## config.mk

```make
export PLATFORM = sky130hd
export DESIGN_NAME = rom_sched_top
export DESIGN_NICKNAME = d
export VERILOG_FILES = /design/src/logic/rom_sched_pkg.sv /design/src/logic/rom_addr_gen.sv /design/src/logic/rom_data_demux.sv /design/src/logic/rom_sched_top.sv /design/src/logic/rom_slot_ctrl.sv
export SDC_FILE = /design/constraint.sdc
export NUM_CORES = 1
export LEC_CHECK = 0
export ABC_AREA = 1
export BUFFER_PORTS_ARGS = -buffer_cell sky130_fd_sc_hd__buf_2
export CAP_MARGIN = 20
export CORE_ASPECT_RATIO = 1.1
export CORE_MARGIN = 8
export CORE_UTILIZATION = 43
export DETAILED_ROUTE_END_ITERATION = 8
export MAX_ROUTING_LAYER = met4
export PLACE_DENSITY = 0.7
export SLEW_MARGIN = 5
export SYNTH_ARGS = -nofsm -noshare
export SYNTH_HDL_FRONTEND = slang
export SYNTH_HIERARCHICAL = 1
export SYNTH_SLANG_ARGS = --single-unit
```

## constraint.sdc

```tcl
create_clock -name clk -period 2.54 [get_ports clk]
set_input_delay 0.762 -clock clk [delete_from_list [all_inputs] [get_ports clk]]
set_output_delay 0.762 -clock clk [all_outputs]
set_load 0.01 [all_outputs]
```

## src/logic/rom_sched_pkg.sv

```systemverilog
// shared slot map, SDRAM region offsets and word view types for the ROM read scheduler
package rom_sched_pkg;

    // sizes
    localparam int sdram_aw  = 22;  // SDRAM word address width
    localparam int slot_w    = 4;   // 16 slots per schedule loop
    localparam int ready_dly = 5;   // clocks from first tick to ready

    // fixed slots, all others are decoded by their low two bits
    localparam logic [slot_w-1:0] slot_char    = 4'd2;
    localparam logic [slot_w-1:0] slot_obj_a   = 4'd3;
    localparam logic [slot_w-1:0] slot_obj_b   = 4'd11;
    localparam logic [slot_w-1:0] slot_scr_lo  = 4'd6;   // B/C ROM word
    localparam logic [slot_w-1:0] slot_scr_hi  = 4'd7;   // E ROM byte
    localparam logic [slot_w-1:0] slot_refresh = 4'd14;

    // low two slot bits that hand a slot to a byte-wide CPU
    localparam logic [1:0] lane_snd  = 2'b00;  // every fourth slot, from 0
    localparam logic [1:0] lane_main = 2'b01;  // every fourth slot, from 1

    // SDRAM memory map, word addresses
    // main CPU ROM starts at zero
    localparam logic [sdram_aw-1:0] snd_offset  = 22'h0A000;
    localparam logic [sdram_aw-1:0] char_offset = 22'h0E000;
    localparam logic [sdram_aw-1:0] scr_offset  = 22'h10000;
    localparam logic [sdram_aw-1:0] scr2_offset = 22'h08000;  // B/C word to its E word
    localparam logic [sdram_aw-1:0] obj_offset  = 22'h20000;

    // one SDRAM word split into its two bytes
    typedef struct packed {
        logic [7:0] hi;
        logic [7:0] lo;
    } sdram_bytes_t;

    // the returned word, seen whole by the word clients
    // and byte by byte by the CPUs and the scroll upper byte
    typedef union packed {
        logic [15:0]  word;
        sdram_bytes_t bytes;
    } sdram_word_u;

endpackage

```

## src/logic/rom_addr_gen.sv

```systemverilog
// address datapath of the ROM scheduler, maps the issued slot's client address into SDRAM space
`timescale 1ns/1ns

module rom_addr_gen (
    input  logic                               clk,
    input  logic                               arst_n,
    input  logic                               tick,        // cen12 while running
    input  logic                               clear,
    input  logic [rom_sched_pkg::slot_w-1:0]   issue_slot,
    input  logic [14:0]                        snd_addr,    // byte address
    input  logic [16:0]                        main_addr,   // byte address
    input  logic [12:0]                        char_addr,
    input  logic [15:0]                        obj_addr,
    input  logic [14:0]                        scr_addr,
    output logic [rom_sched_pkg::sdram_aw-1:0] sdram_addr,
    output logic                               snd_lsb,     // byte select for sound
    output logic                               main_lsb     // byte select for main
);

    logic [1:0] lane;  // low slot bits pick the CPU slots

    assign lane = issue_slot[1:0];

    // word address, registered on ticks only
    always_ff @(posedge clk or negedge arst_n) begin
        if (!arst_n) begin
            sdram_addr <= '0;
        end else if (clear) begin
            sdram_addr <= '0;
        end else if (tick) begin
            if (lane == rom_sched_pkg::lane_snd) begin
                // 16-bit words hold two sound ROM bytes
                sdram_addr <= rom_sched_pkg::snd_offset + {8'd0, snd_addr[14:1]};
            end else if (lane == rom_sched_pkg::lane_main) begin
                sdram_addr <= {6'd0, main_addr[16:1]};  // main ROM sits at zero
            end else begin
                case (issue_slot)
                    rom_sched_pkg::slot_char: begin
                        sdram_addr <= rom_sched_pkg::char_offset + {9'd0, char_addr};
                    end
                    rom_sched_pkg::slot_obj_a,
                    rom_sched_pkg::slot_obj_b: begin
                        sdram_addr <= rom_sched_pkg::obj_offset + {6'd0, obj_addr};
                    end
                    rom_sched_pkg::slot_scr_lo: begin
                        sdram_addr <= rom_sched_pkg::scr_offset + {7'd0, scr_addr};  // B/C ROMs
                    end
                    rom_sched_pkg::slot_scr_hi: begin
                        // E ROM word is a fixed distance above the B/C word just issued
                        sdram_addr <= sdram_addr + rom_sched_pkg::scr2_offset;
                    end
                    default: begin
                        sdram_addr <= sdram_addr;  // idle and refresh slots keep the address
                    end
                endcase
            end
        end
    end

    // byte selects travel with the request to the capture side
    // they only matter once the matching word comes back
    always_ff @(posedge clk) begin
        if (tick && lane == rom_sched_pkg::lane_snd) begin
            snd_lsb <= snd_addr[0];
        end
        if (tick && lane == rom_sched_pkg::lane_main) begin
            main_lsb <= main_addr[0];
        end
    end

    // the E ROM read reuses the B/C address of the slot before it
    a_scr_hi_addr: assert property (
        @(posedge clk) disable iff (!arst_n)
        (tick && issue_slot == rom_sched_pkg::slot_scr_hi)
            |=> sdram_addr == $past(sdram_addr) + rom_sched_pkg::scr2_offset
    );

endmodule

```

## src/logic/rom_data_demux.sv

```systemverilog
// capture datapath of the ROM scheduler, steers each returned SDRAM word to its client register
`timescale 1ns/1ns

module rom_data_demux (
    input  logic                             clk,
    input  logic                             arst_n,
    input  logic                             tick,          // cen12 while running
    input  logic                             clear,
    input  logic [rom_sched_pkg::slot_w-1:0] capture_slot,  // slot the word belongs to
    input  rom_sched_pkg::sdram_word_u       data_read,
    input  logic                             snd_lsb,
    input  logic                             main_lsb,
    output logic [7:0]                       snd_dout,
    output logic [7:0]                       main_dout,
    output logic [15:0]                      char_dout,
    output logic [15:0]                      obj_dout,
    output logic [23:0]                      scr_dout
);

    logic [1:0]  lane;     // low slot bits, CPU slot decode
    logic [15:0] scr_aux;  // B/C word waiting for its E byte
    logic [7:0]  snd_byte;
    logic [7:0]  main_byte;
    logic [7:0]  scr_e_byte;

    assign lane = capture_slot[1:0];

    // even byte address lives in the upper half of the word
    assign snd_byte  = snd_lsb  ? data_read.bytes.lo : data_read.bytes.hi;
    assign main_byte = main_lsb ? data_read.bytes.lo : data_read.bytes.hi;

    // E ROM fills one half of the word and leaves the other zero
    assign scr_e_byte = data_read.bytes.hi | data_read.bytes.lo;

    // client outputs
    always_ff @(posedge clk or negedge arst_n) begin
        if (!arst_n) begin
            snd_dout  <= '0;
            main_dout <= '0;
            char_dout <= '0;
            obj_dout  <= '0;
            scr_dout  <= '0;
        end else if (clear) begin
            snd_dout  <= '0;
            main_dout <= '0;
            char_dout <= '0;
            obj_dout  <= '0;
            scr_dout  <= '0;
        end else if (tick) begin
            if (lane == rom_sched_pkg::lane_snd) begin
                snd_dout <= snd_byte;
            end else if (lane == rom_sched_pkg::lane_main) begin
                main_dout <= main_byte;
            end else begin
                case (capture_slot)
                    rom_sched_pkg::slot_char: begin
                        char_dout <= data_read.word;
                    end
                    rom_sched_pkg::slot_obj_a,
                    rom_sched_pkg::slot_obj_b: begin
                        obj_dout <= data_read.word;  // two object reads per loop
                    end
                    rom_sched_pkg::slot_scr_hi: begin
                        scr_dout <= {scr_e_byte, scr_aux};  // E, then B/C bytes
                    end
                    default: begin
                        scr_dout <= scr_dout;  // scroll low and idle slots
                    end
                endcase
            end
        end
    end

    // scroll low half, picked up one slot ahead of the E byte
    always_ff @(posedge clk) begin
        if (tick && capture_slot == rom_sched_pkg::slot_scr_lo) begin
            scr_aux <= data_read.word;
        end
    end

    // memory side must honour the half-empty E ROM layout
    a_scr_hi_byte_zero: assert property (
        @(posedge clk) disable iff (!arst_n)
        (tick && capture_slot == rom_sched_pkg::slot_scr_hi)
            |-> (data_read.bytes.hi == 8'd0 || data_read.bytes.lo == 8'd0)
    );

endmodule

```

## src/logic/rom_sched_top.sv

```systemverilog
// top level of the time-slotted ROM read scheduler, joins slot control, address and data paths
`timescale 1ns/1ns

module rom_sched_top (
    input  logic                               clk,
    input  logic                               arst_n,
    input  logic                               cen12,
    input  logic [2:0]                         H,
    input  logic                               Hsub,
    input  logic [14:0]                        snd_addr,
    input  logic [16:0]                        main_addr,
    input  logic [12:0]                        char_addr,
    input  logic [15:0]                        obj_addr,
    input  logic [14:0]                        scr_addr,
    input  logic                               downloading,
    input  logic                               loop_rst,
    input  rom_sched_pkg::sdram_word_u         data_read,    // word for last sdram_addr
    output logic [rom_sched_pkg::sdram_aw-1:0] sdram_addr,
    output logic                               autorefresh,
    output logic                               ready,
    output logic [7:0]                         snd_dout,
    output logic [7:0]                         main_dout,
    output logic [15:0]                        char_dout,
    output logic [15:0]                        obj_dout,
    output logic [23:0]                        scr_dout
);

    logic [rom_sched_pkg::slot_w-1:0] issue_slot;
    logic [rom_sched_pkg::slot_w-1:0] capture_slot;
    logic                             tick;
    logic                             clear;
    logic                             snd_lsb;
    logic                             main_lsb;

    rom_slot_ctrl u_ctrl (
        .clk          (clk),
        .arst_n       (arst_n),
        .cen12        (cen12),
        .H            (H),
        .Hsub         (Hsub),
        .downloading  (downloading),
        .loop_rst     (loop_rst),
        .issue_slot   (issue_slot),
        .capture_slot (capture_slot),
        .tick         (tick),
        .clear        (clear),
        .autorefresh  (autorefresh),
        .ready        (ready)
    );

    rom_addr_gen u_addr (
        .clk        (clk),
        .arst_n     (arst_n),
        .tick       (tick),
        .clear      (clear),
        .issue_slot (issue_slot),
        .snd_addr   (snd_addr),
        .main_addr  (main_addr),
        .char_addr  (char_addr),
        .obj_addr   (obj_addr),
        .scr_addr   (scr_addr),
        .sdram_addr (sdram_addr),
        .snd_lsb    (snd_lsb),
        .main_lsb   (main_lsb)
    );

    rom_data_demux u_demux (
        .clk          (clk),
        .arst_n       (arst_n),
        .tick         (tick),
        .clear        (clear),
        .capture_slot (capture_slot),
        .data_read    (data_read),
        .snd_lsb      (snd_lsb),
        .main_lsb     (main_lsb),
        .snd_dout     (snd_dout),
        .main_dout    (main_dout),
        .char_dout    (char_dout),
        .obj_dout     (obj_dout),
        .scr_dout     (scr_dout)
    );

endmodule

```

## src/logic/rom_slot_ctrl.sv

```systemverilog
// slot sequencer for the ROM scheduler, derives issue/capture slots, run state, ready and refresh
`timescale 1ns/1ns

module rom_slot_ctrl (
    input  logic                               clk,
    input  logic                               arst_n,
    input  logic                               cen12,        // 12 MHz strobe
    input  logic [2:0]                         H,            // pixel counter, low bits
    input  logic                               Hsub,         // half pixel
    input  logic                               downloading,  // ROM load in progress
    input  logic                               loop_rst,
    output logic [rom_sched_pkg::slot_w-1:0]   issue_slot,
    output logic [rom_sched_pkg::slot_w-1:0]   capture_slot,
    output logic                               tick,
    output logic                               clear,
    output logic                               autorefresh,
    output logic                               ready
);

    logic                                pre_ready;  // first tick since clear seen
    logic [rom_sched_pkg::ready_dly-1:0] ready_sr;   // ready delay chain

    // slot runs one ahead of the pixel counter so the word
    // arrives roughly at pixel 0 of each 8-pixel group
    assign issue_slot = {H, Hsub} + 4'd1;

    assign clear = loop_rst | downloading;
    assign tick  = cen12 & ~clear;  // schedule only advances while running

    // H/Hsub step together with cen12 going high, so the slot seen one
    // clock before a tick is the one issued at the previous tick
    always_ff @(posedge clk or negedge arst_n) begin
        if (!arst_n) begin
            capture_slot <= '0;
        end else begin
            capture_slot <= issue_slot;  // every clock, not just ticks
        end
    end

    // refresh request and the start-of-loop flag
    always_ff @(posedge clk or negedge arst_n) begin
        if (!arst_n) begin
            autorefresh <= 1'b0;
            pre_ready   <= 1'b0;
        end else if (clear) begin
            autorefresh <= 1'b0;
            pre_ready   <= 1'b0;
        end else if (tick) begin
            autorefresh <= (issue_slot == rom_sched_pkg::slot_refresh);  // one tick period
            pre_ready   <= 1'b1;
        end
    end

    // ready trails pre_ready by ready_dly clocks
    // a download drops it at once, a loop reset lets it drain
    always_ff @(posedge clk or negedge arst_n) begin
        if (!arst_n) begin
            ready_sr <= '0;
        end else if (downloading) begin
            ready_sr <= '0;
        end else begin
            ready_sr <= {ready_sr[rom_sched_pkg::ready_dly-2:0], pre_ready};
        end
    end

    assign ready = ready_sr[rom_sched_pkg::ready_dly-1];

    // no refresh request survives a clear once the board is not ready
    a_no_refresh_in_clear: assert property (
        @(posedge clk) disable iff (!arst_n)
        (clear && !ready) |=> !autorefresh
    );

    // ready gone one clock into a download
    a_ready_drops: assert property (
        @(posedge clk) disable iff (!arst_n)
        downloading |=> !ready
    );

endmodule

```

== Yosys cells after proc, flatten, opt, wreduce, memory -nomap -nowiden ==
Cells that the tools add are included.
Word-level totals
  flip-flop bits (word level): 123
  output and inout bits: 96
Cells by class
  add/subtract/negate cells: 6
  equality and inequality tests: 15
  multiplexer cells: 34
  bitwise logic cells: 4
  reductions and logical operators: 20
Operators with widths (number)
  16-bit two-way mux: 10
  24-bit two-way mux: 5
  22-bit two-way mux: 4
  22-bit case mux with 4 select lines: 1
  8-bit two-way mux: 9
  22-bit by 16-bit adder with 22-bit output, second input constant: 1
  18-bit by 16-bit adder with 19-bit output, first input constant: 1
  17-bit by 15-bit adder with 18-bit output, first input constant: 1
  16-bit by 13-bit adder with 17-bit output, first input constant: 1
  16-bit by 14-bit adder with 17-bit output, first input constant: 1
  4-bit by 2-bit equality test with 1-bit output, second input constant: 4
  4-bit by 3-bit equality test with 1-bit output, second input constant: 4
  4-bit equality test, second input constant: 3
  4-bit AND reduction: 3
  2-bit nonzero test: 6
  8-bit bitwise OR: 1
  7-bit nonzero test: 1
  5-bit two-way mux: 1
  4-bit by 1-bit adder with 4-bit output, second input constant: 1
  2-bit by 1-bit equality test with 1-bit output, second input constant: 2
  2-bit zero test: 2
  1-bit two-way mux: 4
  2-bit inequality test, second input constant: 2
  2-bit AND reduction: 2
  6 further kinds: 9

== Longest topological paths before layout ==
  depth in word-level cells: 8
  mapped depth: 13
  gate-level depth less buffers: 13

== Modules after synthesis ==
The synthesis kept the hierarchy.
By module, submodules not included
  rom_data_demux: instances 1, cells each 424, area an instance 3779.9 µm², seq. area each 2282.2 µm²
  rom_addr_gen: instances 1, cells each 265, area an instance 1756.7 µm², seq. area each 610.6 µm²
  rom_slot_ctrl: instances 1, cells each 47, area an instance 440.4 µm², seq. area each 275.3 µm²

== Worst setup path before layout ==
Ideal clock, no wire load.
  path type: input -> register
  start: input port downloading
  end: register u_demux.scr_aux[0] (enable)
  library setup time: 0.409 ns
  arrival: 2.472 ns
  data required time: 2.131 ns
  setup slack: -0.341 ns
  stages on the path: 5
  path buffers: 0
  cells stage by stage: nor2_2 > nand2_1 > inv_1 > nand3b_1 > nor3_1
On the way
  word-level cells in the longest chain between the ends: 4
RTL lines
  start, declared: RTL line rom_sched_top.sv:15  | input logic downloading,
  1-bit bitwise OR: RTL line rom_slot_ctrl.sv:27  | assign clear = loop_rst | downloading;
  1-bit inverter: RTL line rom_slot_ctrl.sv:28  | assign tick = cen12 & ~clear;
  1-bit bitwise AND: RTL line rom_slot_ctrl.sv:28
  net tick: RTL line rom_sched_top.sv:30  | logic tick;
  1-bit logical AND: RTL line rom_data_demux.sv:76  | if (tick && capture_slot == rom_sched_pkg::slot_scr_lo) begin
  end signal, assigned: RTL line rom_data_demux.sv:77  | scr_aux <= data_read.word;
  end, declared: RTL line rom_data_demux.sv:21  | logic [15:0] scr_aux;
The timed path passes the listed nets, and every way through them passes these cells.
A chain may end at the register's enable or synchronous reset.

== Final worst setup path ==
  start: input port H[0]
  end: register u_addr/sdram_addr[9] in the netlist's numbering
On the way
  word-level cells in the longest chain between the ends: 8
RTL lines
  start, declared: RTL line rom_sched_top.sv:8  | input logic [2:0] H,
  4-bit by 1-bit adder with 4-bit output *: RTL line rom_slot_ctrl.sv:25  | assign issue_slot = {H, Hsub} + 4'd1;
  net issue_slot, one bit: RTL line rom_sched_top.sv:28  | logic [rom_sched_pkg::slot_w-1:0] issue_slot;
  4-bit by 2-bit equality test with 1-bit output or 4-bit equality test (tied branches): RTL line rom_addr_gen.sv:37  | case (issue_slot)
  2-bit OR reduction: RTL line rom_addr_gen.sv:37
  22-bit case mux with 4 select lines: RTL line rom_addr_gen.sv:37
  22-bit two-way mux: RTL line rom_addr_gen.sv:34  | end else if (lane == rom_sched_pkg::lane_main) begin
  22-bit two-way mux: RTL line rom_addr_gen.sv:31  | if (lane == rom_sched_pkg::lane_snd) begin
  22-bit two-way mux: RTL line rom_addr_gen.sv:30  | end else if (tick) begin
  22-bit two-way mux: RTL line rom_addr_gen.sv:28  | end else if (clear) begin
  end signal, assigned: RTL line rom_addr_gen.sv:33  | sdram_addr <= rom_sched_pkg::snd_offset + {8'd0, snd_addr[14:1]};
  end signal, assigned: RTL line rom_addr_gen.sv:35  | sdram_addr <= {6'd0, main_addr[16:1]};
  end signal, assigned: RTL line rom_addr_gen.sv:39  | sdram_addr <= rom_sched_pkg::char_offset + {9'd0, char_addr};
  end, declared: RTL line rom_addr_gen.sv:15  | output logic [rom_sched_pkg::sdram_aw-1:0] sdram_addr,
The timed path passes the listed nets; every way through them passes the cells marked *. The select of a mux whose other input is x is not followed.

==> out/metrics.cfg <==
[detailed_routing]
vias = 5737
drt_pass1_iterations = 5
routed_wl_um = 18300
post_drt_wl_per_cell_um = 16.0
via_per_inst = 5.01
drc = 0
initialDrtViolationCount = 433
drtAntennaViolNets = 0

[floorplanning]
core_mm2 = 0.0137
std_cell_rows = 45
die_x_um = 128
io_pins = 197
start_util_pct = 43.7
dieArea_mm2 = 0.0179
die_h_um = 140

[logic_synthesis]
synth_top_flop_cell = dfrtp_1
synthArstFlopShare_pct = 85.4
synth_area_mm2 = 0.00598
yosysWarnings = 6
synth_top_area_share_pct = 44.0
synth_cells = 736
seq_area_frac_synth_pct = 53.0
avgSynthCellArea_um2 = 8.12
synthDistinctLibCells = 34
synth-seq-cells = 123
syn_nets = 840
synth_edf_count = 18
synth.area.top_cells = dfrtp_1 (44%), nand2_1 (15%), nand3_1 (11%), edfxtp_1 (9.0%), nor2_1 (3.5%)
yosysTopAreaCell = dfrtp_1

[global_routing]
grt_first_pass_wirelength_um = 29100
antenna_found_initial = 0
grt_usage_pct = 21.3
grt_pass1_vias = 5687
grt_max_degree = 106
grt.overflow.total = 0

[timing]
final.period_utilization_pct = 85.4
drv_slew = 0
fmax_ghz = 0.461
max-slew-margin-rel_pct = 62.5
fin_worst_skew_ns = 0.00896
worst-slew-pin-transition_ns = 0.563
setup_viol = 0
min_period_ns = 2.17
rsz0062_at_grt = false
finalHoldViolations = 0
final.setup.worst_slack_ns = 0.372

[clock_network]
clkTransAtPathRegs_ns = 0.06
cts_hold_buf = 0
cts_setup_buffers = 0
cts_tree = yes
cts_resized = 0
cts-root-buf = clkbuf_16
cts_max_path_buffers = 2
cts_buffers = 17
clkLatencyLatePin_ns = 0.41
htreeDepth = 4
cts_num_sinks = 123

[cells_and_area]
layout-drive-gt1-share_pct = 29.7
num_antenna_cells = 0
fin_nets = 1049
area_growth_pct = 32.0
stdcell_area_mm2 = 0.00789

[power]
p_clk_share_pct = 48.1
p_int_mw = 3.63
total_power_mw = 4.92
p_leak_nw = 4.48
ir_drop_mv = 0.415
pwr-share-comb_pct = 10.3
p_sw_share_pct = 26.2
seqPwrFrac_pct = 41.5
power_switching_mw = 1.29
power_density_mw_per_mm2 = 624

[setup_path]
critPathKind = primary input to register
cp-start-kind = primary input
crit_fanout = 14
worstPathArrival_ns = 2.52
required_ns = 2.90
end_kind = register

[place]
dpl_worst_slack_ns = -0.0668
gp_routability_congestion = 0.871
placed_cell_area_mm2 = 0.00730
dpl.hpwl_um = 13400
portBuffers = 196

[run]
cap_violations = 0

[hold_path]
hold_path_class = primary input to async pin

[outcome]
status = complete, no violations

worst max-delay path, stage by stage:
cell	delay (ns)
buf_2	0.12
ha_1	0.20
inv_1	0.05
nand2_1	0.05
and2_1	0.18
inv_2	0.17
nand2_1	0.09
nand3_2	0.12
nand4_2	0.40
nor2_1	0.24
nand2_1	0.08
nand2_1	0.05
metrics by stage:
step / cells / hold slack, ns / setup TNS [ns] / utilization [%]
after floorplan: 736 / 0.434 / 0 / -
after global placement: 1114 / 0.449 / 0 / 53.4
after detailed placement: 1114 / 0.461 / -0.492 / 53.4
after CTS: 1146 / 0.436 / 0 / 57.6
after global routing: 1146 / 0.453 / 0 / 57.6
final: 1146 / 0.411 / 0 / 57.6
layer usage:
layer | wire, µm | share of wire [%] | up-vias | track usage (%)
met1 | 7870 | 43 | 2643 | 25.9
li1 | - | - | 2834 | -
met5 | 0 | 0 | - | -
met3 | 1270 | 6.9 | 24 | 5.69
met2 | 8870 | 48 | 236 | 33.4
met4 | 284 | 1.6 | 0 | 7.08
registers in the layout (all words and copies together), names as in the netlist:
register / cells
u_addr/snd_lsb: 1
u_demux/char_dout: 16
u_ctrl/autorefresh: 1
u_demux/scr_dout: 24
u_addr/main_lsb: 1
u_demux/obj_dout: 16
u_ctrl/capture_slot: 4
u_addr/sdram_addr: 22
u_ctrl/ready_sr: 5
u_ctrl/pre_ready: 1
u_demux/main_dout: 8
u_demux/scr_aux: 16
u_demux/snd_dout: 8
power groups by stage:
stage	clock (mW)	sequential (mW)	combinational (mW)
after global routing	2.50	2.04	0.561
after floorplan	0	2.08	0.257
after CTS	2.40	2.04	0.509
final	2.37	2.04	0.508
after global placement	0	2.08	0.507
after detailed placement	0	2.08	0.507
cells in the mapped netlist (2+ instances only):
cell	n
nand2_1	236
nand3_1	131
dfrtp_1	105
nor2_1	56
inv_1	49
nand4_1	27
o21ai_0	22
edfxtp_1	18
buf_2	14
a21oi_1	13
clkbuf_1	10
o22ai_1	7
or2_2	7
inv_2	5
buf_4	4
nor2_2	4
buf_1	3
buf_6	3
ha_1	3
nand2_2	3
nand3_2	2
nor2_4	2
cell usage in the layout, fill, tap and decap left out, types with 6 or more instances in the layout:
cell type | synthesis | layout
edfxtp_1 | 18 | 18
nor2_1 | 56 | 56
a21oi_1 | 13 | 13
clkbuf_16 | 0 | 18
nand4_1 | 27 | 27
buf_12 | 0 | 6
dfrtp_1 | 105 | 105
inv_1 | 49 | 49
o21ai_0 | 22 | 22
buf_2 | 14 | 195
or2_2 | 7 | 7
nand2_1 | 236 | 236
nand3_1 | 131 | 131
buf_4 | 4 | 23
o22ai_1 | 7 | 7
final cells by class:
type | instances | area [µm²]
clock inverters | 14 | 134
inverters | 55 | 208
well taps | 188 | 235
clock buffers | 18 | 450
fillers | 1317 | 5790
flip-flops and latches | 123 | 3170
multi-input cells | 524 | 2420
repair buffers | 224 | 1270
worst paths after layout:
kind,start,to,slack [ns],depth (start not counted)
worst max-delay path,H[0],u_addr/sdram_addr[9],0.37,12
worst min-delay path,arst_n,u_demux/scr_dout[3],0.41,2
worst max register to register,u_ctrl/capture_slot[2],u_demux/scr_dout[22],1.07,5
worst min register to register,u_ctrl/ready_sr[2],u_ctrl/ready_sr[3],0.47,2
max in group asynchronous,arst_n,u_ctrl/capture_slot[3],1.70,2
min in group clk,u_ctrl/ready_sr[2],u_ctrl/ready_sr[3],0.47,2
cell families after synthesis:
family,count (synthesis),share of synthesized area (%)
buffers and inverters,89,6.53
xor gates and xnor gates,1,0.147
AOI/OAI and AO/OA,45,4.25
DFF,123,53.0
adders and majority gates,3,0.628
and+or+nand+nor,475,35.4
(Power assumes the default switching activity.)
